**src/rv32_pkg.sv**
```systemverilog
// Core widths, memory sizes, reset PC and the decode enums
package rv32_pkg;

    localparam int XLEN        = 32;
    localparam int REG_ADDR_W  = 5;
    localparam int NUM_REGS    = 32;
    localparam int DMEM_WORDS  = 64;
    localparam int DMEM_ADDR_W = 6;   // Word index, taken from address bits 7:2

    localparam logic [XLEN-1:0] RESET_PC = '0;

    // Major opcodes, instruction bits 6:0
    typedef enum logic [6:0] {
        OP_LUI    = 7'b0110111,
        OP_AUIPC  = 7'b0010111,
        OP_JAL    = 7'b1101111,
        OP_JALR   = 7'b1100111,
        OP_BRANCH = 7'b1100011,
        OP_LOAD   = 7'b0000011,
        OP_STORE  = 7'b0100011,
        OP_IMM    = 7'b0010011,
        OP_REG    = 7'b0110011
    } opcode_e;

    typedef enum logic [3:0] {
        ALU_ADD  = 4'd0,
        ALU_SUB  = 4'd1,
        ALU_SLL  = 4'd2,
        ALU_SLT  = 4'd3,
        ALU_SLTU = 4'd4,
        ALU_XOR  = 4'd5,
        ALU_SRL  = 4'd6,
        ALU_SRA  = 4'd7,
        ALU_OR   = 4'd8,
        ALU_AND  = 4'd9
    } alu_op_e;

    // Encoded as the branch funct3
    typedef enum logic [2:0] {
        BR_EQ  = 3'b000,
        BR_NE  = 3'b001,
        BR_LT  = 3'b100,
        BR_GE  = 3'b101,
        BR_LTU = 3'b110,
        BR_GEU = 3'b111
    } branch_cond_e;

    typedef enum logic [1:0] {
        NPC_SEQ    = 2'd0,
        NPC_BRANCH = 2'd1,
        NPC_JAL    = 2'd2,
        NPC_JALR   = 2'd3
    } next_pc_e;

    typedef enum logic [2:0] {
        WB_ALU    = 3'd0,
        WB_LOAD   = 3'd1,
        WB_PC4    = 3'd2,
        WB_IMM    = 3'd3,   // LUI
        WB_PC_IMM = 3'd4    // AUIPC
    } wb_sel_e;

endpackage

```
**src/rv32_imm_gen.sv**
```systemverilog
// Immediate extraction and sign extension for all formats
module rv32_imm_gen import rv32_pkg::*; (
    input  logic [XLEN-1:0] instruction,
    output logic [XLEN-1:0] imm
);

    opcode_e opcode;
    logic    sign;

    assign opcode = opcode_e'(instruction[6:0]);
    assign sign   = instruction[31];

    always_comb begin
        case (opcode)
            OP_IMM, OP_LOAD, OP_JALR: begin
                imm = {{20{sign}}, instruction[31:20]};
            end
            OP_STORE: begin
                imm = {{20{sign}}, instruction[31:25], instruction[11:7]};
            end
            OP_BRANCH: begin
                imm = {{19{sign}}, sign, instruction[7], instruction[30:25],
                       instruction[11:8], 1'b0};
            end
            OP_LUI, OP_AUIPC: begin
                imm = {instruction[31:12], 12'b0};
            end
            OP_JAL: begin
                imm = {{11{sign}}, sign, instruction[19:12], instruction[20],
                       instruction[30:21], 1'b0};
            end
            default: begin
                imm = '0;   // R-type and unknown opcodes
            end
        endcase
    end

endmodule

```
**config.mk**
```make
export PLATFORM = sky130hd
export DESIGN_NAME = rv32_imm_gen
export DESIGN_NICKNAME = d
export VERILOG_FILES = /design/src/rv32_pkg.sv /design/src/rv32_imm_gen.sv
export SDC_FILE = /design/constraint.sdc
export NUM_CORES = 1
export LEC_CHECK = 0
export ABC_AREA = 1
export BUFFER_PORTS_ARGS = -buffer_cell sky130_fd_sc_hd__clkbuf_2
export CELL_PAD_IN_SITES_DETAIL_PLACEMENT = 0
export CELL_PAD_IN_SITES_GLOBAL_PLACEMENT = 1
export CORE_MARGIN = 5
export CORE_UTILIZATION = 23
export DETAILED_ROUTE_END_ITERATION = 10
export GPL_TIMING_DRIVEN = 0
export PLACE_DENSITY = 0.84
export RECOVER_POWER = 50
export SLEW_MARGIN = 20
export SYNTH_ARGS = -nofsm -noshare
export SYNTH_HDL_FRONTEND = slang
export SYNTH_SLANG_ARGS = --single-unit
export TNS_END_PERCENT = 10
```
**constraint.sdc**
```tcl
create_clock -name vclk -period 1.4
set_input_delay 0.28 -clock vclk [all_inputs]
set_output_delay 0.28 -clock vclk [all_outputs]
set_load 0.02 [all_outputs]
```
Word-level counts from Yosys, hierarchy flattened

Index checks and enable logic that the tools add are counted.

Word-level logic and storage cells: 11
Output and inout port bits: 32
Register bits after elaboration: 0
Bits of input ports: 32

Reductions and logical operators: 2
Equal/unequal tests: 8
Muxes and demuxes: 1

Operator list:

| operator                                                        | number |
|---|---|
| 32-bit case mux with 5 select lines                             | 1 |
| 7-bit == test, second input constant                            | 3 |
| 7-bit by 5-bit == test with 1-bit output, second input constant | 2 |
| 7-bit by 6-bit == test with 1-bit output, second input constant | 2 |
| 7-bit by 2-bit == test with 1-bit output, second input constant | 1 |
| 3-bit OR reduction                                              | 1 |
| 2-bit OR reduction                                              | 1 |

Logic depth before layout (Yosys ltp)

Word-level depth: 3
Mapped depth: 9
Depth with buffers taken out: 7

Worst setup path after synthesis

Ideal clock, no wire load.

Kind: input-to-output
From: input instruction[4]
To: output imm[11]
Arrival time: 1.111 ns
Cell stages on the path: 7
Path slack: 0.009 ns
Cells stage by stage: inv_1 nand2_2 nor2_1 nand2_1 nand3_1 nand2_1 nand2_1

Longest elaborated chain between the ends: 3
Elaborated cells between the ends (all ways): 11

RTL lines:

| element                                                                | line               | RTL |
|---|---|---|
| start, declared                                                        | rv32_imm_gen.sv:3  | `input logic [XLEN-1:0] instruction,` |
| 7-bit by 5-bit == test with 1-bit output, or another cell as far along | rv32_imm_gen.sv:14 | `case (opcode)` |
| 3-bit OR reduction / 2-bit OR reduction (equally long branches)        | rv32_imm_gen.sv:14 |  |
| 32-bit case mux with 5 select lines *                                  | rv32_imm_gen.sv:14 |  |
| end, declared                                                          | rv32_imm_gen.sv:4  | `output logic [XLEN-1:0] imm` |

Mark *: on every way between the ends. The rest lies on a longest branch, timed or not.

Final worst setup path

From: input instruction[4]
To: output imm[17]

Same word-level chain as after synthesis.

==> qor.yml <==
cp_num_buf_inv: 4
yosysMostFrequentCell: "nand2_1"
syn_nets: 195
via_count: 1191
place_congestion: 0.741
maxCapViolCount: 0
drcViolationCount: 0
criticalPathCategory: "input port to output pin"
sw_frac_of_total_pct: 54.6
area_growth_syn_to_layout_pct: 124
final.setup.tns_ns: -4.64
start_kind: "input port"
clockBufferCount: 0
viasPerCell: 4.27
dieArea_um2: 4550
rows: 20
avgSynthCellArea_um2: 4.66
crit_fanout: 6
finalCritPeriodShare_pct: 113
holdCritPathClass: "input port to output pin"
die_y_um: 67.5
arrival_ns: 1.30
slew_viol_final: 0
avgRoutedWirePerCell_um: 10.9
synth_top_area_cell: "nand2_1"
design.seq.count: 0
yosys_warnings: 0
fp.coreArea_um2: 3100
grt_pass1_vias: 1108
regArea_um2: 0
synth_top_area_share_pct: 34.1
nets: 269
slew_headroom_pct: 84.1
violations: "negative setup slack"
start_util_pct: 24.5
synthMuxAreaShare_pct: 0
setup_violations: 32
num_io_pins: 64
crit_required_ns: 1.12
n_antenna_cell: 0
tightest_slew_ns: 0.238
synth.distinct_cells: 13
placement.io_buffers: 64
antenna_found_initial: 0
hold_buffers: 0
routed_wl_mm: 3.05
grt_max_degree: 11
path_delay_family: "simple AND/OR/NAND/NOR gates"
synthCells: 163
grt_pass1_wl_mm: 4.69
power_density_nw_per_um2: 159
synthAdderAreaFrac_pct: 0
die_x_um: 67.5
cpMostUsedCell: "nand2_4"
finalInstanceArea_um2: 1700
slowest_delay_ns: 0.17
synth_xor_xnor_area_share_pct: 0
p_comb_share_pct: 100.0
clockPowerShare_pct: 0
timing.fmax_ghz: 0.634
p_int_mw: 0.123
switchingPower_mw: 0.148
outcome: "finished with violations"
finalWorstPathRequiredPeriod_ns: 1.58
max-vdd-ir-drop_v: 0.0000948
synth-compound-area-share_pct: 5.27
groute.usage.overall_pct: 12.5
drt-initial-drc-count: 10
leakagePower_nw: 1.04
fin_util_pct: 54.8
dp_slack_ns: -0.333
worst_slack_ns: -0.178
ys_top_cells_by_area: "nand2_1 (34%), nand3_1 (16%), nor2_1 (11%)"
netlist_area_um2: 759
antenna_left: 0
rsz0062_at_grt: "yes"
cp_cell_sequence: "buf_6, inv_4, nand2_8, nor2_8, nand2_4, nand3_4, nand2_4, buf_8, nand2_4, buf_8"
synth_top_family_by_area: "simple AND/OR/NAND/NOR gates"
synthTopCellsByCount: "nand2_1 (69), nand3_1 (25), nor2_1 (22), inv_1 (20)"
power_frac_seq_pct: 0
drive_gt1_share_pct: 51.5
yosys.area_share.simple_pct: 78.4
timing.final.hold_violations: 0
slowest_stage: "nor2_8"
place_area_um2: 1130
dp_hpwl_mm: 2.22
yosysSeqAreaShare_pct: 0
cp-end-kind: "output pin"
drtPass1Iterations: 4
gr-total-overflow: 0
[final timing paths]
kind / cells past startpoint / start / slack [ns] / to
worst max-delay path: 10 / instruction[4] / -0.18 / imm[17]
worst min-delay path: 4 / instruction[19] / 0.87 / imm[19]
[area by class of cell]
| cell class | count | area, um^2 |
|---|---|---|
| timing repair buffer | 72 | 676 |
| multi-input combinational | 138 | 832 |
| buffer | 4 | 48.8 |
| tap | 44 | 55.1 |
| fill | 330 | 1400 |
| inverter | 21 | 88.8 |
[per-layer routing]
layer | routed length (um) | GRT usage [%]
met2 | 1670 | 24.3
met5 | 0 | 0
met4 | 0 | 0
met1 | 1200 | 15.2
met3 | 177 | 1.50
[power by group through the flow]
stage | Combinational, mW | Sequential (mW) | Clock [mW]
final | 0.271 | 0 | 0
after global routing | 0.293 | 0 | 0
after CTS | 0.228 | 0 | 0
after detailed placement | 0.181 | 0 | 0
after global placement | 0.179 | 0 | 0
after floorplan | 0.0915 | 0 | 0
[what timing repair did]
item | in CTS | in global routing
setup buffers | 4 | 2
cloned | 1 | 1
pin swaps | 7 | 13
gates resized for setup | 73 | 67
endpoints found under the setup margin | 32 | 32
[placed cells by master (no fill, tap or decap)]
master / n
clkinv_4: 1
nand3_2: 3
clkbuf_8: 14
nand2_1: 53
buf_6: 11
nand3_4: 4
nand2_8: 1
o21ai_0: 5
nand3_1: 20
nand2_2: 10
nor2_1: 17
buf_4: 5
buf_8: 13
inv_1: 16
clkbuf_2: 28
nor2_8: 1
nor2_2: 2
inv_2: 2
inv_4: 2
buf_2: 1
nor2_4: 5
o21ai_1: 3
nand2_4: 14
clkbuf_4: 4
[through the flow]
step                cells  total power [mW]  hold slack, ns
detailed placement    271             0.181           0.877
CTS                   276             0.228           0.873
finish                279             0.271           0.866
global placement      271             0.179           0.875
global route          279             0.293           0.895
floorplan             163            0.0915           0.730
[cells by family after synthesis]
kind of cell,count (synthesis)
buffers and inverters,25
AND/OR/NAND/NOR,130
AO/OA/AOI/OAI,8
No activity file was read; power rests on OpenSTA's default activity.
