**src/rv32_pkg.sv**
```systemverilog
// Core widths, memory sizes, reset PC and the decode enums
package rv32_pkg;

    localparam int XLEN        = 32;
    localparam int REG_ADDR_W  = 5;
    localparam int NUM_REGS    = 32;
    localparam int DMEM_WORDS  = 64;
    localparam int DMEM_ADDR_W = 6;   // Word index, taken from address bits 7:2

    localparam logic [XLEN-1:0] RESET_PC = '0;

    // Major opcodes, instruction bits 6:0
    typedef enum logic [6:0] {
        OP_LUI    = 7'b0110111,
        OP_AUIPC  = 7'b0010111,
        OP_JAL    = 7'b1101111,
        OP_JALR   = 7'b1100111,
        OP_BRANCH = 7'b1100011,
        OP_LOAD   = 7'b0000011,
        OP_STORE  = 7'b0100011,
        OP_IMM    = 7'b0010011,
        OP_REG    = 7'b0110011
    } opcode_e;

    typedef enum logic [3:0] {
        ALU_ADD  = 4'd0,
        ALU_SUB  = 4'd1,
        ALU_SLL  = 4'd2,
        ALU_SLT  = 4'd3,
        ALU_SLTU = 4'd4,
        ALU_XOR  = 4'd5,
        ALU_SRL  = 4'd6,
        ALU_SRA  = 4'd7,
        ALU_OR   = 4'd8,
        ALU_AND  = 4'd9
    } alu_op_e;

    // Encoded as the branch funct3
    typedef enum logic [2:0] {
        BR_EQ  = 3'b000,
        BR_NE  = 3'b001,
        BR_LT  = 3'b100,
        BR_GE  = 3'b101,
        BR_LTU = 3'b110,
        BR_GEU = 3'b111
    } branch_cond_e;

    typedef enum logic [1:0] {
        NPC_SEQ    = 2'd0,
        NPC_BRANCH = 2'd1,
        NPC_JAL    = 2'd2,
        NPC_JALR   = 2'd3
    } next_pc_e;

    typedef enum logic [2:0] {
        WB_ALU    = 3'd0,
        WB_LOAD   = 3'd1,
        WB_PC4    = 3'd2,
        WB_IMM    = 3'd3,   // LUI
        WB_PC_IMM = 3'd4    // AUIPC
    } wb_sel_e;

endpackage

```
**src/rv32_regfile.sv**
```systemverilog
// Register file, two read ports and one write port, x0 reads zero
module rv32_regfile import rv32_pkg::*; (
    input  logic                  clk,
    input  logic                  reset,
    input  logic [REG_ADDR_W-1:0] rs1_addr,
    input  logic [REG_ADDR_W-1:0] rs2_addr,
    input  logic [REG_ADDR_W-1:0] rd_addr,
    input  logic                  wen,
    input  logic [XLEN-1:0]       wdata,
    output logic [XLEN-1:0]       rs1_data,
    output logic [XLEN-1:0]       rs2_data
);

    logic [XLEN-1:0] regs [NUM_REGS];

    assign rs1_data = (rs1_addr == '0) ? '0 : regs[rs1_addr];
    assign rs2_data = (rs2_addr == '0) ? '0 : regs[rs2_addr];

    always_ff @(posedge clk or posedge reset) begin
        if (reset) begin
            for (int i = 0; i < NUM_REGS; i++) begin
                regs[i] <= '0;
            end
        end else if (wen && rd_addr != '0) begin   // Writes to x0 dropped
            regs[rd_addr] <= wdata;
        end
    end

endmodule

```
**config.mk**
```make
export PLATFORM = sky130hd
export DESIGN_NAME = rv32_regfile
export DESIGN_NICKNAME = d
export VERILOG_FILES = /design/src/rv32_pkg.sv /design/src/rv32_regfile.sv
export SDC_FILE = /design/constraint.sdc
export NUM_CORES = 2
export LEC_CHECK = 0
export BUFFER_PORTS_ARGS = -buffer_cell sky130_fd_sc_hd__buf_2
export CORE_ASPECT_RATIO = 0.6
export CORE_MARGIN = 2
export CORE_UTILIZATION = 64
export CTS_CLUSTER_SIZE = 30
export DETAILED_ROUTE_END_ITERATION = 7
export HOLD_SLACK_MARGIN = 0.15
export PLACE_DENSITY = 0.85
export SYNTH_ARGS = -nofsm -noshare
export SYNTH_HDL_FRONTEND = slang
export SYNTH_SLANG_ARGS = --single-unit
```
**constraint.sdc**
```tcl
create_clock -name clk -period 43.5 [get_ports clk]
set_clock_uncertainty 0.2 [all_clocks]
set_input_delay 2.175 -clock clk [delete_from_list [all_inputs] [get_ports clk]]
set_output_delay 2.175 -clock clk [all_outputs]
set_load 0.01 [all_outputs]
```
* Yosys cells after proc, flatten, opt, wreduce, memory -nomap -nowiden
Index checks and enable logic that the tools add are counted.
** Storage, ports and cells
- Word-level logic and storage cells :: 55
- Bits of input ports :: 50
- Flip-flop bits (word level) :: 1024
- Output and inout bits :: 64
** Cells by class
- Bitwise operators :: 3
- Magnitude comparators :: 4
- Reduce and logical (&&, ||, !) cells :: 5
- Mux-type cells :: 11
** Operator list (number)
- bitwise mux 1024 bit :: 1
- binary-select mux 32 bit (select 5 bit) :: 2
- two-way mux 32 bit :: 7
- demux 32 bit (select 5 bit) :: 1
- greater-or-equal comparator 6 bit (second input constant) :: 3
- inverter 5 -> 6 bit :: 3
- zero test 5 bit :: 2
- less-than comparator 6 x 1 -> 1 bit (second input constant) :: 1
- nonzero test 5 bit :: 1
- logical AND 1 bit :: 2

* Longest topological paths before layout
- Word-level depth :: 6
- Gate-level depth with buffers :: 7
- Depth with buffers taken out :: 4

* Worst setup path after synthesis
No wires, ideal clock.
- Path type :: in2out
- Start :: input port rs1_addr[0]
- End :: output port rs1_data[30]
- Data arrival time :: 3528 ps
- Stages on the path :: 7
- Slack :: 37597 ps
- Buffers on the path :: 3
- Required time :: 41125 ps
- Cells stage by stage :: buf_4 buf_8 and2b_4 buf_2 a221oi_2 o21ai_0 a311oi_1
** On the way
- Longest elaborated chain between the ends :: 5
- Elaborated cells on any way between the ends :: 6
- Those cells by class :: mux: 4; bitwise: 1; reduce/logical: 1
** RTL lines
- start, declared :: line rv32_regfile.sv:5 : input logic [REG_ADDR_W-1:0] rs1_addr,
- inverter 5 -> 6 bit (not written as such) :: line rv32_regfile.sv:16 : assign rs1_data = (rs1_addr == '0) ? '0 : regs[rs1_addr];
- binary-select mux 32 bit (select 5 bit) :: line rv32_regfile.sv:16
- two-way mux 32 bit (not written as such) (2 in series) :: line rv32_regfile.sv:16
- two-way mux 32 bit (*) :: line rv32_regfile.sv:16
- end, declared :: line rv32_regfile.sv:10 : output logic [XLEN-1:0] rs1_data,
Every way passes the cells marked *; elsewhere a longest branch is shown, timed or not. The select of a mux whose other input is x is not followed.

* Worst setup path in the final report
- Start :: input port rs2_addr[2]
- End :: output port rs2_data[24]
** On the way
- Longest elaborated chain between the ends :: 5
- Elaborated cells on any way between the ends :: 6
- Those cells by class :: mux: 4; bitwise: 1; reduce/logical: 1
** RTL lines
- start, declared :: line rv32_regfile.sv:6 : input logic [REG_ADDR_W-1:0] rs2_addr,
- inverter 5 -> 6 bit (not written as such) :: line rv32_regfile.sv:17 : assign rs2_data = (rs2_addr == '0) ? '0 : regs[rs2_addr];
- binary-select mux 32 bit (select 5 bit) :: line rv32_regfile.sv:17
- two-way mux 32 bit (not written as such) (2 in series) :: line rv32_regfile.sv:17
- two-way mux 32 bit (*) :: line rv32_regfile.sv:17
- end, declared :: line rv32_regfile.sv:11 : output logic [XLEN-1:0] rs2_data
Marked as above.

==> metrics.md <==
| Metric | Value |
|---|---|
| Status | `completed` |
| CTS tree | `done` |
| Num rows | `83` |
| Flops & latches, synth | `1024` |
| Leakage | `25.2 nW` |
| Hold crit path type | `flip-flop to flip-flop` |
| I/O pin total | `114` |
| Max Slew Vio Count | `0` |
| DRC Markers | `0` |
| Critical Path RT | `41.12 ns` |
| RSZ-0062 raised after global routing | `no` |
| Dpl cell area | `55300 sq um` |
| Primary FF master, synth | `dfrtp_1` |
| Wire per inst | `35.3 um` |
| Total CTS buffers | `94` |
| Crit path max fanout | `127` |
| Post-synth EDFFs | `0` |
| Die Span Y | `231 um` |
| Sink Count | `1024` |
| Pwr per Cell Area | `46.5 nW/um^2` |
| DP HPWL | `96300 um` |
| Period utilisation layout | `0.203` |
| RD Place Congestion | `0.866` |
| CP Cell Sequence | `buf_8 -> buf_12 -> buf_4 -> mux4_2 -> mux2_2 -> o21ai_1 -> a311oi_1 -> buf_2` |
| Worst Hold Depth | `0` |
| Critical path arrival | `6.46 ns` |
| Clock Path Buffers | `3` |
| Number of setup violations in the final report | `0` |
| Fin nets | `3526` |
| Layout area overhead | `7.07%` |
| Final min period | `8.84 ns` |
| Number of iterations in the first detailed-routing pass | `5` |
| Post-Syn Area | `54700 sq um` |
| DP Worst Slack | `34.89 ns` |
| Tot GR Track Use | `0.386` |
| Critical Path Start Type | `primary input` |
| Via count of the routed design | `36200` |
| Via/cell ratio | `7.69` |
| Port Buffer Count | `113` |
| H-tree levels | `3` |
| Ranking of synthesized cells by area | `dfrtp_1, mux2_2, mux4_2` |
| Syn avg cell area | `15.1 sq um` |
| Final Cell Area | `58600 sq um` |
| Synth top cells by count | `dfrtp_1, mux2_2, mux4_2, clkbuf_1, buf_2` |
| Antenna viol nets, final | `0` |
| Fillcell total | `5532` |
| Critical path depth | `8` |
| CTS resizes | `0` |
| Post-synth top area share | `0.468` |
| Most numerous cell in the Yosys netlist | `dfrtp_1` |
| Largest net degree at the start of global routing | `175` |
| Crit-path leading delay family | `buffers and inverters` |
| Largest register FFs | `1024` |
| Reg with most FFs | `regs` |
| Setup CP Type | `primary input to primary output` |
| Largest registers | `regs: 1024 flops` |
| Final Hold Viols | `0` |
| Vias in the first global route | `36400` |
| Die area | `88000 sq um` |
| First-pass GRT wire length | `248000 um` |
| Max-capacitance violation count | `0` |
| Layout cells sized above 1 | `0.520` |
| Post-CTS setup repair buffer count | `0` |
| Grt total ovfl | `0` |
| Initial drt markers | `4769` |
| Max IR drop VDD | `35.0 uV` |
| Clock latency at the later pin of the worst-skew pair | `0.70 ns` |
| Leading area contributor after synthesis | `dfrtp_1` |
| Slew headroom | `0.0575` |
| Worst path buffer plus inverter count | `4` |
| Root Driver | `clkbuf_16` |
| Post-Syn Nets | `3664` |
| Cells after Synth | `3614` |
| CP max stage cell | `a311oi_1` |
| Die width | `382 um` |
| DRT Wirelength | `167000 um` |
| Final core occ | `0.688` |
| Reg clk slew, reported paths | `0.06 ns` |
| Critical Path Sink Type | `primary output` |
| Hold-fix buffers at CTS | `0` |
| Register area share after synthesis | `0.468` |
| Pwr Total | `2.73 mW` |
| Max frequency | `113 MHz` |
| Post-synth ARST share | `1.00` |
| Yosys cell types | `39` |
| Initial Util | `0.643` |
| Final worst slack | `34.66 ns` |
| Initial antenna violation count | `9` |
| Max incr delay on CP | `0.94 ns` |
| Yosys warns | `0` |
| R2R depth | `1` |
| Total Neg Setup Slack | `0 ns` |
| Worst-Margin Slew | `1.41 ns` |
| Core ar. | `85200 sq um` |
## power by group
group / total, mW / internal (mW) / leakage, nW / switching, mW
Sequential: 1.28 / 1.13 / 13.1 / 0.144
Combinational: 0.555 / 0.325 / 10.5 / 0.230
Clock: 0.893 / 0.513 / 1.61 / 0.380
## final timing paths
path	from	to	slack (ns)
setup / recovery	rs2_addr[2]	rs2_data[24]	34.66
min in group asynchronous	reset	regs[958]	1.41
setup reg to reg	regs[56]	regs[56]	42.45
hold / removal	regs[1013]	regs[1013]	0.20
max in group asynchronous	reset	regs[907]	38.14
hold reg to reg	regs[1013]	regs[1013]	0.20
## layout by cell type (no fill, tap or decap), types with 13 or more instances in the layout
cell type     n
a22oi_1      64
nand2_2      15
buf_2       107
nand2_1      37
mux4_2      448
a311oi_1     64
a221oi_1     45
mux2_2     1010
o21ai_1     104
mux2_1       46
a211oi_1     64
o2111ai_1    18
nor2_4       18
mux2i_1     128
clkbuf_1     24
buf_4        72
clkbuf_16    98
dfrtp_1    1024
clkinv_2     13
clkbuf_8     20
nor2b_1      64
## per-layer routing
layer / GRT usage / wire length, um
met2: 0.528 / 70300
met5: 0 / 21
met1: 0.549 / 65500
met4: 0.166 / 7670
met3: 0.154 / 23100
## cells by family (layout without fill, tap and decap cells)
| kind of cell | Yosys count | after routing | synth area share |
|---|---|---|---|
| muxes | 1632 | 1632 | 0.425 |
| DFF | 1024 | 1024 | 0.468 |
| buffers and inverters | 426 | 366 | 0.0422 |
| AOI/OAI and AO/OA | 366 | 366 | 0.0482 |
| and+or+nand+nor | 166 | 166 | 0.0167 |
| other | 0 | 11 | 0 |
## area by class of cell
cell class,count,area (sq um),area share
diodes,11,27.5,0.000470
clock buffers,142,2820,0.0481
clock inverters,32,469,0.00800
inverters,3,23.8,0.000406
multi-input cells,2164,27000,0.460
flip-flops and latches,1024,25600,0.437
well taps,1147,1440,0.0245
repair buffers,189,1240,0.0211
## through the flow
step / std cells / hold slack, ns
after global placement: 4527 / 0.178
after detailed placement: 4527 / 0.184
after global routing: 4706 / 0.209
after floorplan: 3614 / 0.241
after CTS: 4701 / 0.199
final: 4712 / 0.198
Power figures use the tool's default switching activity.
