**src/rv32_pkg.sv**
```systemverilog
// Core widths, memory sizes, reset PC and the decode enums
package rv32_pkg;

    localparam int XLEN        = 32;
    localparam int REG_ADDR_W  = 5;
    localparam int NUM_REGS    = 32;
    localparam int DMEM_WORDS  = 64;
    localparam int DMEM_ADDR_W = 6;   // Word index, taken from address bits 7:2

    localparam logic [XLEN-1:0] RESET_PC = '0;

    // Major opcodes, instruction bits 6:0
    typedef enum logic [6:0] {
        OP_LUI    = 7'b0110111,
        OP_AUIPC  = 7'b0010111,
        OP_JAL    = 7'b1101111,
        OP_JALR   = 7'b1100111,
        OP_BRANCH = 7'b1100011,
        OP_LOAD   = 7'b0000011,
        OP_STORE  = 7'b0100011,
        OP_IMM    = 7'b0010011,
        OP_REG    = 7'b0110011
    } opcode_e;

    typedef enum logic [3:0] {
        ALU_ADD  = 4'd0,
        ALU_SUB  = 4'd1,
        ALU_SLL  = 4'd2,
        ALU_SLT  = 4'd3,
        ALU_SLTU = 4'd4,
        ALU_XOR  = 4'd5,
        ALU_SRL  = 4'd6,
        ALU_SRA  = 4'd7,
        ALU_OR   = 4'd8,
        ALU_AND  = 4'd9
    } alu_op_e;

    // Encoded as the branch funct3
    typedef enum logic [2:0] {
        BR_EQ  = 3'b000,
        BR_NE  = 3'b001,
        BR_LT  = 3'b100,
        BR_GE  = 3'b101,
        BR_LTU = 3'b110,
        BR_GEU = 3'b111
    } branch_cond_e;

    typedef enum logic [1:0] {
        NPC_SEQ    = 2'd0,
        NPC_BRANCH = 2'd1,
        NPC_JAL    = 2'd2,
        NPC_JALR   = 2'd3
    } next_pc_e;

    typedef enum logic [2:0] {
        WB_ALU    = 3'd0,
        WB_LOAD   = 3'd1,
        WB_PC4    = 3'd2,
        WB_IMM    = 3'd3,   // LUI
        WB_PC_IMM = 3'd4    // AUIPC
    } wb_sel_e;

endpackage

```
**src/rv32_alu.sv**
```systemverilog
// Operand B select, ALU operations and branch comparator
module rv32_alu import rv32_pkg::*; (
    input  logic [XLEN-1:0] rs1_data,
    input  logic [XLEN-1:0] rs2_data,
    input  logic [XLEN-1:0] imm,
    input  logic            use_imm,
    input  alu_op_e         alu_op,
    input  branch_cond_e    branch_cond,
    output logic [XLEN-1:0] alu_result,
    output logic            cond_true
);

    logic [XLEN-1:0] op_b;
    logic [4:0]      shamt;
    logic            lt_signed;
    logic            lt_unsigned;

    assign op_b  = use_imm ? imm : rs2_data;
    assign shamt = op_b[4:0];

    always_comb begin
        case (alu_op)
            ALU_ADD:  alu_result = rs1_data + op_b;
            ALU_SUB:  alu_result = rs1_data - op_b;
            ALU_SLL:  alu_result = rs1_data << shamt;
            ALU_SLT:  alu_result = {31'b0, $signed(rs1_data) < $signed(op_b)};
            ALU_SLTU: alu_result = {31'b0, rs1_data < op_b};
            ALU_XOR:  alu_result = rs1_data ^ op_b;
            ALU_SRL:  alu_result = rs1_data >> shamt;
            ALU_SRA:  alu_result = $signed(rs1_data) >>> shamt;
            ALU_OR:   alu_result = rs1_data | op_b;
            ALU_AND:  alu_result = rs1_data & op_b;
            default:  alu_result = '0;
        endcase
    end

    // Compares always use rs2, never the immediate
    assign lt_signed   = $signed(rs1_data) < $signed(rs2_data);
    assign lt_unsigned = rs1_data < rs2_data;

    always_comb begin
        case (branch_cond)
            BR_EQ:   cond_true = (rs1_data == rs2_data);
            BR_NE:   cond_true = (rs1_data != rs2_data);
            BR_LT:   cond_true = lt_signed;
            BR_GE:   cond_true = !lt_signed;
            BR_LTU:  cond_true = lt_unsigned;
            BR_GEU:  cond_true = !lt_unsigned;
            default: cond_true = 1'b0;
        endcase
    end

endmodule

```
**config.mk**
```make
export PLATFORM = sky130hd
export DESIGN_NAME = rv32_alu
export DESIGN_NICKNAME = d
export VERILOG_FILES = /design/src/rv32_pkg.sv /design/src/rv32_alu.sv
export SDC_FILE = /design/constraint.sdc
export NUM_CORES = 1
export LEC_CHECK = 0
export ABC_AREA = 1
export BUFFER_PORTS_ARGS = -buffer_cell sky130_fd_sc_hd__buf_2
export CORE_MARGIN = 8
export CORE_UTILIZATION = 40
export DETAILED_ROUTE_END_ITERATION = 7
export PLACE_DENSITY = 0.58
export SLEW_MARGIN = 10
export SYNTH_ARGS = -nofsm -noshare
export SYNTH_HDL_FRONTEND = slang
export SYNTH_SLANG_ARGS = --single-unit
```
**constraint.sdc**
```tcl
create_clock -name vclk -period 3.75
set_input_delay 0.375 -clock vclk [all_inputs]
set_output_delay 0.375 -clock vclk [all_outputs]
set_load 0.01 [all_outputs]
```
==> Yosys cells after proc, flatten, opt, wreduce, memory -nomap -nowiden <==
Index checks and enable logic that the tools add are counted.
{ "op_classes": {"addsub": 2, "multipliers": 0, "div_mod_pow": 0, "n_lt_le_gt_ge": 4, "eq_ne": 16, "n_shift": 3, "n_mux": 3, "n_bitwise": 3, "reduce_logical": 4} }
{ "ops": {"columns": ["cell", "n"], "rows": [
  ["case mux 32 bit (10 select lines)", 1],
  ["< comparator 32 bit", 4],
  ["adder 32 bit", 1],
  ["AND 32 bit", 1],
  ["== test 32 bit", 1],
  ["two-way mux 32 bit", 1],
  ["!= test 32 bit", 1],
  ["bitwise OR 32 bit", 1],
  ["<< shifter 32 x 5 -> 32 bit", 1],
  [">> shifter 32 x 5 -> 32 bit", 1],
  [">>> shifter 32 x 5 -> 32 bit", 1],
  ["subtractor 32 bit", 1],
  ["XOR 32 bit", 1],
  ["== test 4 x 3 -> 1 bit, second input constant", 4],
  ["== test 3 bit, second input constant", 4],
  ["== test 4 x 2 -> 1 bit, second input constant", 2],
  ["== test 4 bit, second input constant", 2],
  ["case mux 1 bit (6 select lines)", 1],
  ["== test 4 x 1 -> 1 bit, second input constant", 1],
  ["logical NOT 4 bit", 1],
  ["== test 3 x 1 -> 1 bit, second input constant", 1],
  ["logical NOT 3 bit", 1],
  ["logical NOT 1 bit", 2]
]} }
{ "totals": {"regBits": 0, "latchBits": 0, "ramBits": 0, "rom_bits": 0, "output_inout_bits": 33, "elab_cells": 35, "n_memories": 0} }

==> Longest topological paths before layout <==
{ "logic_depth": {"word_depth": 3, "ltp_mapped": 22, "mapped_depth_nobuf": 18} }

==> Least setup slack after synthesis <==
No wires, ideal clock.
{ "synth_path": {"path_type": "input -> output", "from": "in use_imm", "to": "out alu_result[10]", "arrival_ns": 2.682, "slack_ns": 0.693, "cell_stages": 19, "path_buffers": 4, "cell_sequence": "buf_6 -> nand2_1 -> o21ai_4 -> inv_2 -> buf_2 -> buf_1 -> ha_1 -> clkbuf_1 -> nand2_1 -> inv_1 -> nand2_1 -> nand2_1 -> nand2_1 -> nand3b_1 -> or2_2 -> nand3_1 -> nand3_1 -> nor2_1 -> nand2_1"} }
{ "synth_via": {"elab_chain_len": 3} }
{ "synth_rtl": {"columns": ["item", "line", "text"], "rows": [
  ["from (decl)", "rv32_alu.sv:6", "input logic use_imm,"],
  ["two-way mux 32 bit *", "rv32_alu.sv:18", "assign op_b = use_imm ? imm : rs2_data;"],
  ["subtractor 32 bit (tied with other cells)", "rv32_alu.sv:24", "ALU_SUB: alu_result = rs1_data - op_b;"],
  ["case mux 32 bit (10 select lines) *", "rv32_alu.sv:22", "case (alu_op)"],
  ["to (decl)", "rv32_alu.sv:9", "output logic [XLEN-1:0] alu_result,"]
]} }
Mark *: on every way between the ends. The rest lies on a longest branch, timed or not.

==> Final worst setup path <==
{ "layout_path": {"from": "in use_imm", "to": "out alu_result[20]"} }
Same word-level chain as after synthesis.

==> metrics.txt <==
# TYPE chip_impl_metric gauge
chip_impl_metric{name="drt_iter0_markers",unit=""} 2208
chip_impl_metric{name="post_synth_top_area_share",unit="%"} 24.6
chip_impl_metric{name="postRouteWirelength",unit="um"} 64600
chip_impl_info{name="path_class",value="in -> out"} 1
chip_impl_metric{name="grtUsageTotal",unit="%"} 34.9
chip_impl_metric{name="maxClockFrequency",unit="GHz"} 0.269
chip_impl_metric{name="hold_path_depth",unit=""} 6
chip_impl_info{name="layout.cells.most_common",value="sky130_fd_sc_hd__nand2_1"} 1
chip_impl_metric{name="total_of_clock_buffers_placed_in_the_layout",unit=""} 0
chip_impl_metric{name="number_of_antenna_cells_inserted",unit=""} 0
chip_impl_metric{name="final_net_count",unit=""} 2786
chip_impl_metric{name="worst_ep_arrival_time",unit="ns"} 3.34
chip_impl_metric{name="timing.final.hold_violations",unit=""} 0
chip_impl_metric{name="cts.hold.buffers_added",unit=""} 0
chip_impl_metric{name="seq_area_frac_synth",unit="%"} 0
chip_impl_metric{name="final.min_clock_period",unit="ns"} 3.72
chip_impl_info{name="crit_path_end_kind",value="output port"} 1
chip_impl_metric{name="detail_placement_hpwl",unit="um"} 53500
chip_impl_metric{name="first_global_vias",unit=""} 16063
chip_impl_metric{name="placement_rows",unit=""} 62
chip_impl_metric{name="post_syn_area",unit="mm2"} 0.0116
chip_impl_metric{name="setup_violations",unit=""} 0
chip_impl_metric{name="post-route-cell-area",unit="mm2"} 0.0133
chip_impl_metric{name="synth.distinct_cells",unit=""} 43
chip_impl_metric{name="worst_slew_pin_slew",unit="ns"} 0.849
chip_impl_metric{name="p_total",unit="mW"} 2.41
chip_impl_metric{name="drv_cap",unit=""} 0
chip_impl_metric{name="syn_avg_cell_area",unit="um2"} 4.86
chip_impl_metric{name="yosysWarnings",unit=""} 0
chip_impl_metric{name="maximum_net_fanout_on_the_critical_path",unit=""} 29
chip_impl_info{name="holdCritPathClass",value="in -> out"} 1
chip_impl_metric{name="power.density",unit="mW/mm2"} 181
chip_impl_metric{name="flip_flop_and_latch_count",unit=""} 0
chip_impl_metric{name="drive_gt1_share",unit="%"} 12.9
chip_impl_metric{name="area_growth",unit="%"} 14.5
chip_impl_info{name="critical_path.startpoint_type",value="input port"} 1
chip_impl_metric{name="floorplan.die_area",unit="mm2"} 0.0348
chip_impl_metric{name="grt_pass1_wl",unit="um"} 96100
chip_impl_metric{name="post-route-period-util",unit="%"} 99.2
chip_impl_metric{name="largest_net_degree_at_the_start_of_global_routing",unit=""} 69
chip_impl_metric{name="buffer_ports.inserted",unit=""} 137
chip_impl_metric{name="net_count_after_synthesis",unit=""} 2631
chip_impl_metric{name="core_area",unit="mm2"} 0.0287
chip_impl_metric{name="maxSlewViolCount",unit=""} 0
chip_impl_metric{name="globalRouteOverflowTotal",unit=""} 0
chip_impl_metric{name="placed_area",unit="mm2"} 0.0132
chip_impl_metric{name="ant_nets",unit=""} 0
chip_impl_metric{name="gp_congestion",unit=""} 1.05
chip_impl_metric{name="ioPinCount",unit=""} 137
chip_impl_metric{name="leakage",unit="nW"} 7.75
chip_impl_metric{name="routed_wl_per_cell",unit="um"} 22.0
chip_impl_metric{name="floorplan.initialDensity",unit="%"} 40.5
chip_impl_info{name="largest_area_contributor_in_the_netlist",value="sky130_fd_sc_hd__nand2_1"} 1
chip_impl_info{name="most_area_consuming_cells_after_synthesis",value="sky130_fd_sc_hd__nand2_1 (25%), sky130_fd_sc_hd__nand3_1 (21%), sky130_fd_sc_hd__ha_1 (14%)"} 1
chip_impl_info{name="mostFrequentLayoutCells",value="sky130_fd_sc_hd__nand2_1 (761), sky130_fd_sc_hd__nand3_1 (496), sky130_fd_sc_hd__inv_1 (344), sky130_fd_sc_hd__nor2_1 (193), sky130_fd_sc_hd__buf_2 (137)"} 1
chip_impl_metric{name="syn-instance-count",unit=""} 2395
chip_impl_info{name="status",value="completed"} 1
chip_impl_metric{name="cp.required",unit="ns"} 3.38
chip_impl_metric{name="firstDrtPassIters",unit=""} 8
chip_impl_metric{name="dr_total_vias",unit=""} 17182
chip_impl_metric{name="drc",unit=""} 0
chip_impl_metric{name="vdd_ir_max",unit="V"} 0.000101
chip_impl_metric{name="max_slew_margin",unit="%"} 43.4
chip_impl_metric{name="floorplan.die.height",unit="um"} 187
chip_impl_metric{name="antenna_violations_before_repair",unit=""} 2
chip_impl_metric{name="die_w",unit="um"} 187
chip_impl_metric{name="drt-vias-per-instance",unit=""} 5.86
chip_impl_metric{name="ff_latch_area",unit="um2"} 0
area by class of cell:
type	count	area (um2)
inverter	353	1330
tap	384	480
timing repair buffer	249	1590
fill	3440	15400
multi-input combinational	1946	9930
repair_timing:
| action | in CTS | in global routing |
|---|---|---|
| resized for setup | 1 | 32 |
| buffers inserted | 1 | 6 |
| endpoints found under the hold margin | 0 | 0 |
| cloned | 0 | 0 |
| endpoints found under the setup margin | 1 | 20 |
| pin swaps | 1 | 8 |
stage by stage:
stage	setup WS [ns]	utilization (%)	TNS, ns	cells	hold WS (ns)
after CTS	0.0193	46.0	0	2926	1.27
after global routing	-0.0398	46.4	-0.0525	2932	1.34
after detailed placement	-0.0142	45.9	-0.0142	2925	1.27
after global placement	-0.0136	45.9	-0.0136	2925	1.26
final	0.0301	46.4	0	2932	1.29
after floorplan	0.693	-	0	2395	0.949
cells in the mapped netlist, types with 2 or more instances:
master / number
sky130_fd_sc_hd__o21ai_4: 2
sky130_fd_sc_hd__nand2_2: 4
sky130_fd_sc_hd__nand3b_1: 5
sky130_fd_sc_hd__or2_2: 32
sky130_fd_sc_hd__xor2_1: 3
sky130_fd_sc_hd__fa_1: 2
sky130_fd_sc_hd__buf_6: 3
sky130_fd_sc_hd__inv_2: 7
sky130_fd_sc_hd__o211ai_1: 3
sky130_fd_sc_hd__a31oi_1: 5
sky130_fd_sc_hd__o22ai_1: 21
sky130_fd_sc_hd__nand2_1: 762
sky130_fd_sc_hd__o2111ai_1: 3
sky130_fd_sc_hd__o221ai_1: 4
sky130_fd_sc_hd__nor4_1: 2
sky130_fd_sc_hd__inv_1: 344
sky130_fd_sc_hd__o21ai_1: 6
sky130_fd_sc_hd__a21oi_1: 99
sky130_fd_sc_hd__o21a_1: 3
sky130_fd_sc_hd__clkbuf_1: 32
sky130_fd_sc_hd__a221oi_1: 7
sky130_fd_sc_hd__nor2_1: 205
sky130_fd_sc_hd__buf_1: 6
sky130_fd_sc_hd__nand3_1: 499
sky130_fd_sc_hd__nand2_4: 2
sky130_fd_sc_hd__o21bai_1: 5
sky130_fd_sc_hd__buf_2: 45
sky130_fd_sc_hd__nor3_1: 14
sky130_fd_sc_hd__nand4_1: 32
sky130_fd_sc_hd__clkinv_1: 2
sky130_fd_sc_hd__ha_1: 130
sky130_fd_sc_hd__o21ai_2: 3
sky130_fd_sc_hd__o21ai_0: 82
sky130_fd_sc_hd__buf_4: 9
sky130_fd_sc_hd__and2_1: 4
worst max-delay path: stages:
cell and delay, ns:
sky130_fd_sc_hd__buf_2 0.13, sky130_fd_sc_hd__inv_1 0.09, sky130_fd_sc_hd__buf_12 0.20, sky130_fd_sc_hd__or2_2 0.13, sky130_fd_sc_hd__o21ai_0 0.07, sky130_fd_sc_hd__buf_4 0.17
sky130_fd_sc_hd__ha_1 0.32, sky130_fd_sc_hd__buf_4 0.18, sky130_fd_sc_hd__nand2_1 0.10, sky130_fd_sc_hd__inv_1 0.09, sky130_fd_sc_hd__nand2_1 0.11, sky130_fd_sc_hd__nor2_1 0.24
sky130_fd_sc_hd__nand3_1 0.20, sky130_fd_sc_hd__nand3_1 0.16, sky130_fd_sc_hd__nand2_1 0.06, sky130_fd_sc_hd__nand2_1 0.06, sky130_fd_sc_hd__nor2_1 0.05, sky130_fd_sc_hd__nor2_2 0.23
sky130_fd_sc_hd__nand3_1 0.19, sky130_fd_sc_hd__buf_2 0.18
where the power goes:
group	switching, mW	internal, mW	total, mW	leakage [nW]
logic	1.64	0.767	2.41	7.75
registers	0	0	0	0
clock network	0	0	0	0
metal layers:
layer  part of all wire, %  vias to the layer above  track usage (%)
met5                 0.025                        -                0
met4                   5.2                        2             15.1
met3                   9.1                      176             4.12
met2                    44                      989             56.9
met1                    41                     7964             45.5
li1                      -                     8051                -
path summary, 6_finish.rpt:
check | from | endpoint
worst max-delay path | use_imm | alu_result[20]
worst min-delay path | branch_cond[1] | cond_true
cells by family (layout without fill, tap and decap cells):
group / Yosys count / after routing / share of synthesized area [%]
compound gates: 246 / 246 / 11.9
xor+xnor: 3 / 3 / 0.226
fa+ha+maj: 132 / 132 / 14.3
buf+inv: 449 / 602 / 15.5
simple gates: 1565 / 1565 / 58.1
No activity file was read; power rests on OpenSTA's default activity.
