File: src/rv32_pkg.sv
// Core widths, memory sizes, reset PC and the decode enums
package rv32_pkg;

    localparam int XLEN        = 32;
    localparam int REG_ADDR_W  = 5;
    localparam int NUM_REGS    = 32;
    localparam int DMEM_WORDS  = 64;
    localparam int DMEM_ADDR_W = 6;   // Word index, taken from address bits 7:2

    localparam logic [XLEN-1:0] RESET_PC = '0;

    // Major opcodes, instruction bits 6:0
    typedef enum logic [6:0] {
        OP_LUI    = 7'b0110111,
        OP_AUIPC  = 7'b0010111,
        OP_JAL    = 7'b1101111,
        OP_JALR   = 7'b1100111,
        OP_BRANCH = 7'b1100011,
        OP_LOAD   = 7'b0000011,
        OP_STORE  = 7'b0100011,
        OP_IMM    = 7'b0010011,
        OP_REG    = 7'b0110011
    } opcode_e;

    typedef enum logic [3:0] {
        ALU_ADD  = 4'd0,
        ALU_SUB  = 4'd1,
        ALU_SLL  = 4'd2,
        ALU_SLT  = 4'd3,
        ALU_SLTU = 4'd4,
        ALU_XOR  = 4'd5,
        ALU_SRL  = 4'd6,
        ALU_SRA  = 4'd7,
        ALU_OR   = 4'd8,
        ALU_AND  = 4'd9
    } alu_op_e;

    // Encoded as the branch funct3
    typedef enum logic [2:0] {
        BR_EQ  = 3'b000,
        BR_NE  = 3'b001,
        BR_LT  = 3'b100,
        BR_GE  = 3'b101,
        BR_LTU = 3'b110,
        BR_GEU = 3'b111
    } branch_cond_e;

    typedef enum logic [1:0] {
        NPC_SEQ    = 2'd0,
        NPC_BRANCH = 2'd1,
        NPC_JAL    = 2'd2,
        NPC_JALR   = 2'd3
    } next_pc_e;

    typedef enum logic [2:0] {
        WB_ALU    = 3'd0,
        WB_LOAD   = 3'd1,
        WB_PC4    = 3'd2,
        WB_IMM    = 3'd3,   // LUI
        WB_PC_IMM = 3'd4    // AUIPC
    } wb_sel_e;

endpackage

File: src/rv32_fetch.sv
// Program counter register, PC adders and next-PC selection
module rv32_fetch import rv32_pkg::*; (
    input  logic            clk,
    input  logic            reset,
    input  next_pc_e        next_pc_sel,
    input  logic            cond_true,
    input  logic [XLEN-1:0] imm,
    input  logic [XLEN-1:0] alu_result,
    output logic [XLEN-1:0] pc,
    output logic [XLEN-1:0] pc_plus_4,
    output logic [XLEN-1:0] pc_plus_imm
);

    logic [XLEN-1:0] next_pc;

    assign pc_plus_4   = pc + 32'd4;
    assign pc_plus_imm = pc + imm;    // Branch, JAL and AUIPC target

    always_comb begin
        case (next_pc_sel)
            NPC_BRANCH: begin
                next_pc = cond_true ? pc_plus_imm : pc_plus_4;
            end
            NPC_JAL: begin
                next_pc = pc_plus_imm;
            end
            NPC_JALR: begin
                // rs1 + imm from the ALU, low bit dropped
                next_pc = {alu_result[XLEN-1:1], 1'b0};
            end
            default: begin
                next_pc = pc_plus_4;
            end
        endcase
    end

    always_ff @(posedge clk or posedge reset) begin
        if (reset) begin
            pc <= RESET_PC;
        end else begin
            pc <= next_pc;
        end
    end

endmodule

File: config.mk
export PLATFORM = sky130hd
export DESIGN_NAME = rv32_fetch
export DESIGN_NICKNAME = d
export VERILOG_FILES = /design/src/rv32_pkg.sv /design/src/rv32_fetch.sv
export SDC_FILE = /design/constraint.sdc
export NUM_CORES = 1
export LEC_CHECK = 0
export ABC_AREA = 1
export BUFFER_PORTS_ARGS = -buffer_cell sky130_fd_sc_hd__buf_2
export CAP_MARGIN = 20
export CORE_UTILIZATION = 48
export CTS_BUF_LIST = sky130_fd_sc_hd__clkbuf_4 sky130_fd_sc_hd__clkbuf_8
export DETAILED_ROUTE_END_ITERATION = 6
export PLACE_DENSITY = 0.8
export SYNTH_ARGS = -nofsm -noshare
export SYNTH_HDL_FRONTEND = slang
export SYNTH_SLANG_ARGS = --single-unit
File: constraint.sdc
create_clock -name clk -period 1.95 [get_ports clk]
set_clock_uncertainty 0.15 [all_clocks]
set_input_delay 0.0975 -clock clk [delete_from_list [all_inputs] [get_ports clk]]
set_output_delay 0.0975 -clock clk [all_outputs]
set_load 0.01 [all_outputs]
==> results of run 1 <==
[layer usage]
metal	global-route usage [%]	overflow
met4	69.5	11
met1	76.4	1
met2	91.8	16
met3	54.6	1
met5	10.8	0
[cells in the mapped netlist (4+ instances only)]
| cell | instances |
|---|---|
| a21oi_1 | 25 |
| and2_1 | 19 |
| clkbuf_1 | 4 |
| dfrtp_1 | 32 |
| ha_1 | 32 |
| inv_1 | 155 |
| nand2_1 | 330 |
| nand3_1 | 65 |
| nand3b_1 | 5 |
| nand4_1 | 7 |
| nor2_1 | 59 |
| nor2_2 | 6 |
| nor3_1 | 15 |
| o211ai_1 | 4 |
| o21ai_0 | 7 |
| o21bai_1 | 6 |
| xnor2_1 | 8 |
| xor2_1 | 22 |
[what timing repair did]
| item | CTS |
|---|---|
| endpoints found under the setup margin | 80 |
| hold buffers | 31 |
| gates resized for setup | 316 |
| setup buffers | 79 |
| hold endpoints to repair | 62 |
| pin swaps | 135 |
[stage by stage]
step	hold slack (ns)	setup WS (ns)
after global placement	0.0809	-0.231
after detailed placement	0.0871	-0.282
after floorplan	0.0636	-0.0440
after CTS	0.0146	-0.511
[cells by family after synthesis]
kind of cell               share of synthesized area, %
DFF                                                17.1
and+or+nand+nor                                    47.2
buffers and inverters                              13.9
AOI/OAI and AO/OA                                  6.88
xor gates and xnor gates                           5.97
adders and majority gates                          8.99
==> flow_metrics.py, run 1 <==
metrics = {
    "global_route": {
        "grt_pass1_wl_um": 55300,
        "overflow": 29,
        "track_usage_pct": 73.2,
        "grt_max_degree": 33,
        "grt_pass1_vias": 9680,
    },
    "placement": {
        "place_congestion": 0.963,
        "dpl.hpwl_um": 15200,
        "dpl.cell_count": 1220,
        "io_buffer_count": 163,
        "dpl-instance-area_um2": 6440,
    },
    "logic_synthesis": {
        "ys_seq_elements": 32,
        "ys_types": 40,
        "ys_async_sr_fraction_pct": 100,
        "synth-edff-count": 0,
        "yosys_warnings": 0,
        "ys_top_cells_by_area": "nand2_1 (26%), dfrtp_1 (17%), inv_1 (12%)",
        "synth_nets": 937,
        "synth_top_area_share_pct": 26.5,
        "yosys.area.top_type": "nand2_1",
        "synthCells": 835,
        "synth_area_um2": 4680,
        "synth_top_flop_cell": "dfrtp_1",
        "ys_seq_area_share_pct": 17.1,
        "avgSynthCellArea_um2": 5.60,
    },
    "outcome": {
        "outcome": "stopped before the end",
        "run.stop_error": "[ERROR GRT-0116] Global routing finished with congestion. Check the congestion regions in the DRC Viewer.",
        "stop_stage": "global routing",
    },
    "floorplanning": {
        "start_util_pct": 50.1,
        "ios": 165,
        "fp.dieW_um": 101,
        "die_y_um": 101,
        "rows": 35,
    },
    "clock_network": {
        "numCtsBuffers": 5,
        "h-tree-depth": 2,
        "cts_root_buffer": "clkbuf_8",
        "clock-sinks": 32,
        "clockBufferDepth": 2,
    },
}
==> run 2, diff against run 1 <==
--- a/config.mk
+++ b/config.mk
@@ -8,10 +8,9 @@
 export ABC_AREA = 1
 export BUFFER_PORTS_ARGS = -buffer_cell sky130_fd_sc_hd__buf_2
 export CAP_MARGIN = 20
-export CORE_UTILIZATION = 48
-export CTS_BUF_LIST = sky130_fd_sc_hd__clkbuf_4 sky130_fd_sc_hd__clkbuf_8
+export CORE_UTILIZATION = 40
 export DETAILED_ROUTE_END_ITERATION = 6
-export PLACE_DENSITY = 0.8
+export PLACE_DENSITY_LB_ADDON = 0.15
 export SYNTH_ARGS = -nofsm -noshare
 export SYNTH_HDL_FRONTEND = slang
 export SYNTH_SLANG_ARGS = --single-unit
==> constraint.sdc (replaced) <==
create_clock -name clk -period 2.54 [get_ports clk]
set_clock_uncertainty 0.15 [all_clocks]
set_input_delay 0.127 -clock clk [delete_from_list [all_inputs] [get_ports clk]]
set_output_delay 0.127 -clock clk [all_outputs]
set_load 0.01 [all_outputs]
==> run 2 against run 1 <==
Compared with the run above:
- the flow now finishes, with violations (setup timing)
- area after synthesis is the same
- synthesized cell count unchanged
==> flow_metrics.py, run 2 <==
metrics = {
    "setup_path": {
        "crit_chain": "ha_2, fa_2, nand2_2, nand2_2, nand3b_1, nand2_2, nand2_1, nand2_2, nand2_2, nand4_1, and2_1, buf_2",
        "cp-end-kind": "primary output",
        "arrival_ns": 2.28,
        "crit_path_frequent_cell": "nand2_2",
        "critPathMaxFanout": 3,
        "cp_slowest_cell": "dfrtp_1",
        "criticalPathCategory": "reg2out",
        "start_kind": "flip-flop",
        "required_ns": 2.26,
        "cpPeakStageDelay_ns": 0.39,
    },
    "placement": {
        "post-place-ws_ns": 0.0591,
        "dpl-instance-area_um2": 5810,
        "place_congestion": 0.929,
        "io_buffer_count": 163,
        "dpl.hpwl_um": 14700,
    },
    "logic_synthesis": {
        "avgSynthCellArea_um2": 5.60,
        "ys_seq_elements": 32,
        "synth_nets": 937,
        "synth-edff-count": 0,
        "synth_area_um2": 4680,
        "synth_top_area_share_pct": 26.5,
        "ys_seq_area_share_pct": 17.1,
        "ys_top_cells_by_area": "nand2_1 (26%), dfrtp_1 (17%), inv_1 (12%)",
        "yosys.area.top_type": "nand2_1",
        "ys_types": 40,
        "synth_top_flop_cell": "dfrtp_1",
        "synthCells": 835,
        "yosys_warnings": 0,
        "yosys.cell_count.top_type": "nand2_1",
        "ys_async_sr_fraction_pct": 100,
        "synth_common_cells": "nand2_1 (330), inv_1 (155), nand3_1 (65)",
    },
    "sta": {
        "final-max-slew-violation-count": 0,
        "setup_viol": 2,
        "max_freq_mhz": 391,
        "relSlewSlack_pct": 27.2,
        "rsz0062_at_grt": "true",
        "final_hold_viol_count": 0,
        "tightest_slew_ns": 1.09,
        "final.min_clock_period_ns": 2.56,
        "fin_hold_ws_ns": 0.00851,
        "post-route-period-util_pct": 101,
        "layout_setup_ws_ns": -0.0194,
    },
    "pwr": {
        "total_power_uw": 8820,
        "p_leak_uw": 0.00381,
        "peakVddDrop_mv": 0.748,
        "p_per_area_nw_per_um2": 1320,
    },
    "clock_network": {
        "clkSlewWorstSetupHoldPaths_ns": 0.06,
        "clockBufferDepth": 2,
        "cts_root_buffer": "clkbuf_16",
        "numCtsBuffers": 5,
        "clkLatencyLatePin_ns": 0.28,
        "clock-sinks": 32,
        "cts_tree": "done",
        "h-tree-depth": 2,
    },
    "cells_and_area": {
        "layout_common_cells": "nand2_1 (303), buf_2 (163), inv_1 (155)",
        "layout-drive-gt1-share_pct": 28.5,
        "fin_area_um2": 6670,
        "reg_top3": "pc (32)",
        "nNetsFinal": 1159,
        "num_antenna_cells": 0,
        "layout_commonest_cell": "nand2_1",
        "largest_reg_flops": 32,
        "synthToLayoutAreaGrowth_pct": 42.7,
        "regMostFlops": "pc",
    },
    "floorplanning": {
        "start_util_pct": 40.9,
        "core-area_um2": 11400,
        "rows": 39,
        "die_y_um": 110,
        "fp.dieW_um": 110,
        "die_area_um2": 12100,
        "ios": 165,
    },
    "outcome": {
        "outcome": "finished with violations",
        "violations": "setup timing",
    },
    "detailed_routing": {
        "drt-total-wl_um": 18500,
        "ant_nets": 0,
        "first_pass_iters": 7,
        "via_per_inst": 4.99,
        "wire_per_inst_um": 15.4,
        "route.detailed.drc": 0,
        "drtIter0Drc": 384,
        "via_count": 5983,
    },
    "global_route": {
        "grt_max_degree": 33,
        "grt_pass1_vias": 5418,
        "grt_pass1_wl_um": 27400,
        "overflow": 0,
        "antenna_found_initial": 0,
        "track_usage_pct": 30.6,
    },
    "run": {
        "maxCapViolCount": 0,
    },
    "hold_path": {
        "min_path_type": "in2reg",
    },
}
[run 2: cell counts after synthesis]
Identical to the previous run, type by type.
[run 2: repair_timing]
item,CTS,global route
gates resized for setup,18,61
setup buffers,2,7
hold endpoints to repair,58,0
pin swaps,1,9
hold buffers,27,0
setup endpoints to repair,20,24
[run 2: final timing paths]
| check | start | endpoint | slack [ns] | cells after the start |
|---|---|---|---|---|
| worst max register to register | pc[0] | pc[16] | 0.21 | 13 |
| min in group asynchronous | reset | pc[0] | 0.34 | 4 |
| worst max-delay path | pc[0] | pc_plus_imm[26] | -0.02 | 12 |
| max in group asynchronous | reset | pc[9] | 1.53 | 4 |
| worst min register to register | pc[1] | pc[1] | 0.48 | 2 |
| worst min-delay path | alu_result[20] | pc[20] | 0.009 | 5 |
[run 2: cells by family (layout without fill, tap and decap cells)]
| kind of cell | after synthesis | after routing | share of synthesized area (%) |
|---|---|---|---|
| and+or+nand+nor | 518 | 518 | 47.2 |
| buffers and inverters | 167 | 389 | 13.9 |
| adders and majority gates | 33 | 33 | 8.99 |
| AOI/OAI and AO/OA | 54 | 54 | 6.88 |
| DFF | 32 | 32 | 17.1 |
| xor gates and xnor gates | 31 | 31 | 5.97 |
[run 2: cell type report]
class | count | area (um2)
Sequential cell | 32 | 811
Timing Repair Buffer | 225 | 1360
Fill cell | 1203 | 4750
Clock buffer | 7 | 153
Multi-Input combinational cell | 636 | 3580
Tap cell | 143 | 179
Inverter | 157 | 591
[run 2: layer usage]
| metal | share of wire (%) | track usage (%) |
|---|---|---|
| met5 | 0 | 0 |
| met4 | 2.0 | 8.65 |
| met3 | 6.5 | 4.41 |
| met2 | 48 | 52.9 |
| met1 | 44 | 39.5 |
[run 2: metrics by stage]
step,setup TNS (ns),instances,utilization (%)
floorplan,0,835,-
global placement,0,1157,50.9
detailed placement,0,1157,50.9
CTS,0,1193,55.7
global route,-0.801,1200,58.4
finish,-0.0274,1200,58.4
[run 2: worst max-delay path, delay by kind of cell (launching register included)]
family | cells | cell delay (ns)
DFF | 1 | 0.39
buffers and inverters | 1 | 0.13
and+or+nand+nor | 9 | 0.92
adders and majority gates | 2 | 0.56
[run 2: power breakdown]
part | total (uW) | internal (uW) | switching [uW]
sequential | 1080 | 776 | 308
combinational | 7090 | 2840 | 4250
clock | 653 | 412 | 241
total | 8820 | 4020 | 4800
(Power assumes the default switching activity.)
==> run 3, diff against run 2 <==
--- a/config.mk
+++ b/config.mk
@@ -8,6 +8,7 @@
 export ABC_AREA = 1
 export BUFFER_PORTS_ARGS = -buffer_cell sky130_fd_sc_hd__buf_2
 export CAP_MARGIN = 20
+export CORE_ASPECT_RATIO = 0.9
 export CORE_UTILIZATION = 40
 export DETAILED_ROUTE_END_ITERATION = 6
 export PLACE_DENSITY_LB_ADDON = 0.15
==> run 3 against run 2 <==
Compared with the run above:
- the run ends with hold timing left
- clock power shrank 2%
- sequential share of layout area shrank 0.089 points
- worst setup slack gained 0.066 ns
- core utilization grew 0.86 points
- combinational power grew 2%
- hold slack lost 0.010 ns
- via count shrank 1.4%
- non-clock buffer count grew 1
- register-to-register slack gained 0.10 ns
- critical path type unchanged
- maximum frequency grew 2.7%
- critical endpoint unchanged
- cell count grew 1.2%
==> flow_metrics.py, run 3 (synthesized netlist as in run 2, its figures left out) <==
metrics = {
    "hold_path": {
        "hp-start": "alu_result[25]",
        "min_path_type": "in2reg",
        "min_to": "pc[25]",
        "whs_path_depth": 5,
    },
    "detailed_routing": {
        "wire_per_inst_um": 15.2,
        "via_count": 5900,
        "drt-total-wl_um": 18400,
        "first_pass_iters": 5,
        "drtIter0Drc": 462,
        "ant_nets": 0,
        "route.detailed.drc": 0,
        "via_per_inst": 4.86,
    },
    "cells_and_area": {
        "largest_reg_flops": 32,
        "reg_top3": "pc (32)",
        "synthToLayoutAreaGrowth_pct": 44.4,
        "nNetsFinal": 1160,
        "layout-drive-gt1-share_pct": 29.4,
        "fin_area_um2": 6750,
        "num_antenna_cells": 0,
        "layout_common_cells": "nand2_1 (299), buf_2 (162), inv_1 (155)",
        "regMostFlops": "pc",
        "utilization_pct": 59.3,
        "layout_commonest_cell": "nand2_1",
    },
    "sta": {
        "fin_hold_ws_ns": -0.00159,
        "layout_setup_ws_ns": 0.0467,
        "final-max-slew-violation-count": 0,
        "post-route-period-util_pct": 98.2,
        "setup_viol": 0,
        "relSlewSlack_pct": 33.2,
        "rsz0062_at_grt": "true",
        "max_freq_mhz": 401,
        "final.min_clock_period_ns": 2.49,
        "tightest_slew_ns": 1.00,
        "final_hold_viol_count": 1,
    },
    "clock_network": {
        "clkLatencyLatePin_ns": 0.28,
        "clock-sinks": 32,
        "h-tree-depth": 2,
        "clockBufferDepth": 2,
        "cts_root_buffer": "clkbuf_16",
        "cts_tree": "done",
        "clkSlewWorstSetupHoldPaths_ns": 0.06,
        "numCtsBuffers": 5,
    },
    "pwr": {
        "p_leak_uw": 0.00384,
        "total_power_uw": 8960,
        "p_per_area_nw_per_um2": 1330,
        "peakVddDrop_mv": 0.522,
    },
    "floorplanning": {
        "rows": 37,
        "die_y_um": 105,
        "core-area_um2": 11400,
        "fp.dieW_um": 116,
        "die_area_um2": 12100,
        "start_util_pct": 41.1,
        "ios": 165,
    },
    "setup_path": {
        "timing.rr.start": "pc[0]",
        "start_kind": "flip-flop",
        "required_ns": 2.26,
        "cpPeakStageDelay_ns": 0.41,
        "critPathMaxFanout": 3,
        "cp_slowest_cell": "dfrtp_1",
        "crit_chain": "ha_4, fa_2, nand2_2, nand2_4, nand3b_1, nand2_2, nand2_2, nand2_4, nand2_4, nand4_1, and2_1, buf_2",
        "arrival_ns": 2.22,
        "criticalPathCategory": "reg2out",
        "rrSetupSlack_ns": 0.31,
        "cp-end-kind": "primary output",
        "r2r-end": "pc[14]",
        "rr_worst_depth": 11,
    },
    "global_route": {
        "grt_max_degree": 24,
        "grt_pass1_wl_um": 28200,
        "overflow": 0,
        "antenna_found_initial": 0,
        "track_usage_pct": 30.7,
        "grt_pass1_vias": 5515,
    },
    "run": {
        "maxCapViolCount": 0,
    },
    "outcome": {
        "violations": "hold timing",
        "outcome": "finished with violations",
    },
    "placement": {
        "io_buffer_count": 163,
        "post-place-ws_ns": 0.0684,
        "place_congestion": 0.972,
        "dpl.hpwl_um": 15200,
        "dpl-instance-area_um2": 5850,
    },
}
run 3: changes by cell type in the layout (fill, tap and decap cells not counted), sizes merged:
cell	delta
dlygate4sd3	-4
buf	+5
run 3: timing repair:
| action | in CTS | in global routing |
|---|---|---|
| hold buffers | 23 | 0 |
| endpoints found under the setup margin | 19 | 23 |
| resized for setup | 18 | 77 |
| buffers inserted | 2 | 9 |
| pin swaps | 3 | 12 |
| endpoints found under the hold margin | 39 | 0 |
run 3: power by group:
| part | internal [uW] | switching (uW) | leakage (uW) |
|---|---|---|---|
| combinational | 2900 | 4310 | 0.00340 |
| clock | 411 | 226 | 0.0000760 |
| sequential | 781 | 331 | 0.000369 |
run 3: per-stage QoR:
stage	TNS, ns	instances
detailed placement	0	1173
CTS	-0.0171	1205
floorplan	0	835
finish	0	1214
global placement	0	1173
global route	-0.297	1214
run 3: worst max-delay path, delay by kind of cell (launching register included):
kind | cells | cell delay [ns]
simple gates | 9 | 0.87
fa+ha+maj | 2 | 0.53
flops | 1 | 0.41
buf+inv | 1 | 0.13
run 3: metal layers:
layer	up-vias	routed length (um)	track usage, %
li1	3012	-	-
met1	2627	8790	45.9
met2	238	7830	47.3
met3	23	1490	3.25
met4	0	312	5.77
met5	-	0	0
run 3: layout make-up:
cell class              instances  area [um2]
well taps                     156         195
clock buffers                   7         153
inverters                     157         591
repair buffers                226        1360
fillers                      1202        4640
multi-input cells             636        3640
flip-flops and latches         32         815
run 3: worst max path at each step:
stage | cells past startpoint | to | startpoint
finish | 12 | pc_plus_imm[26] | pc[0]
global route | 12 | pc_plus_imm[21] | pc[12]
CTS | 12 | pc_plus_imm[30] | pc[0]
detailed placement | 12 | pc_plus_imm[22] | pc[0]
global placement | 12 | pc_plus_imm[30] | pc[0]
floorplan | 11 | pc_plus_imm[28] | pc[0]
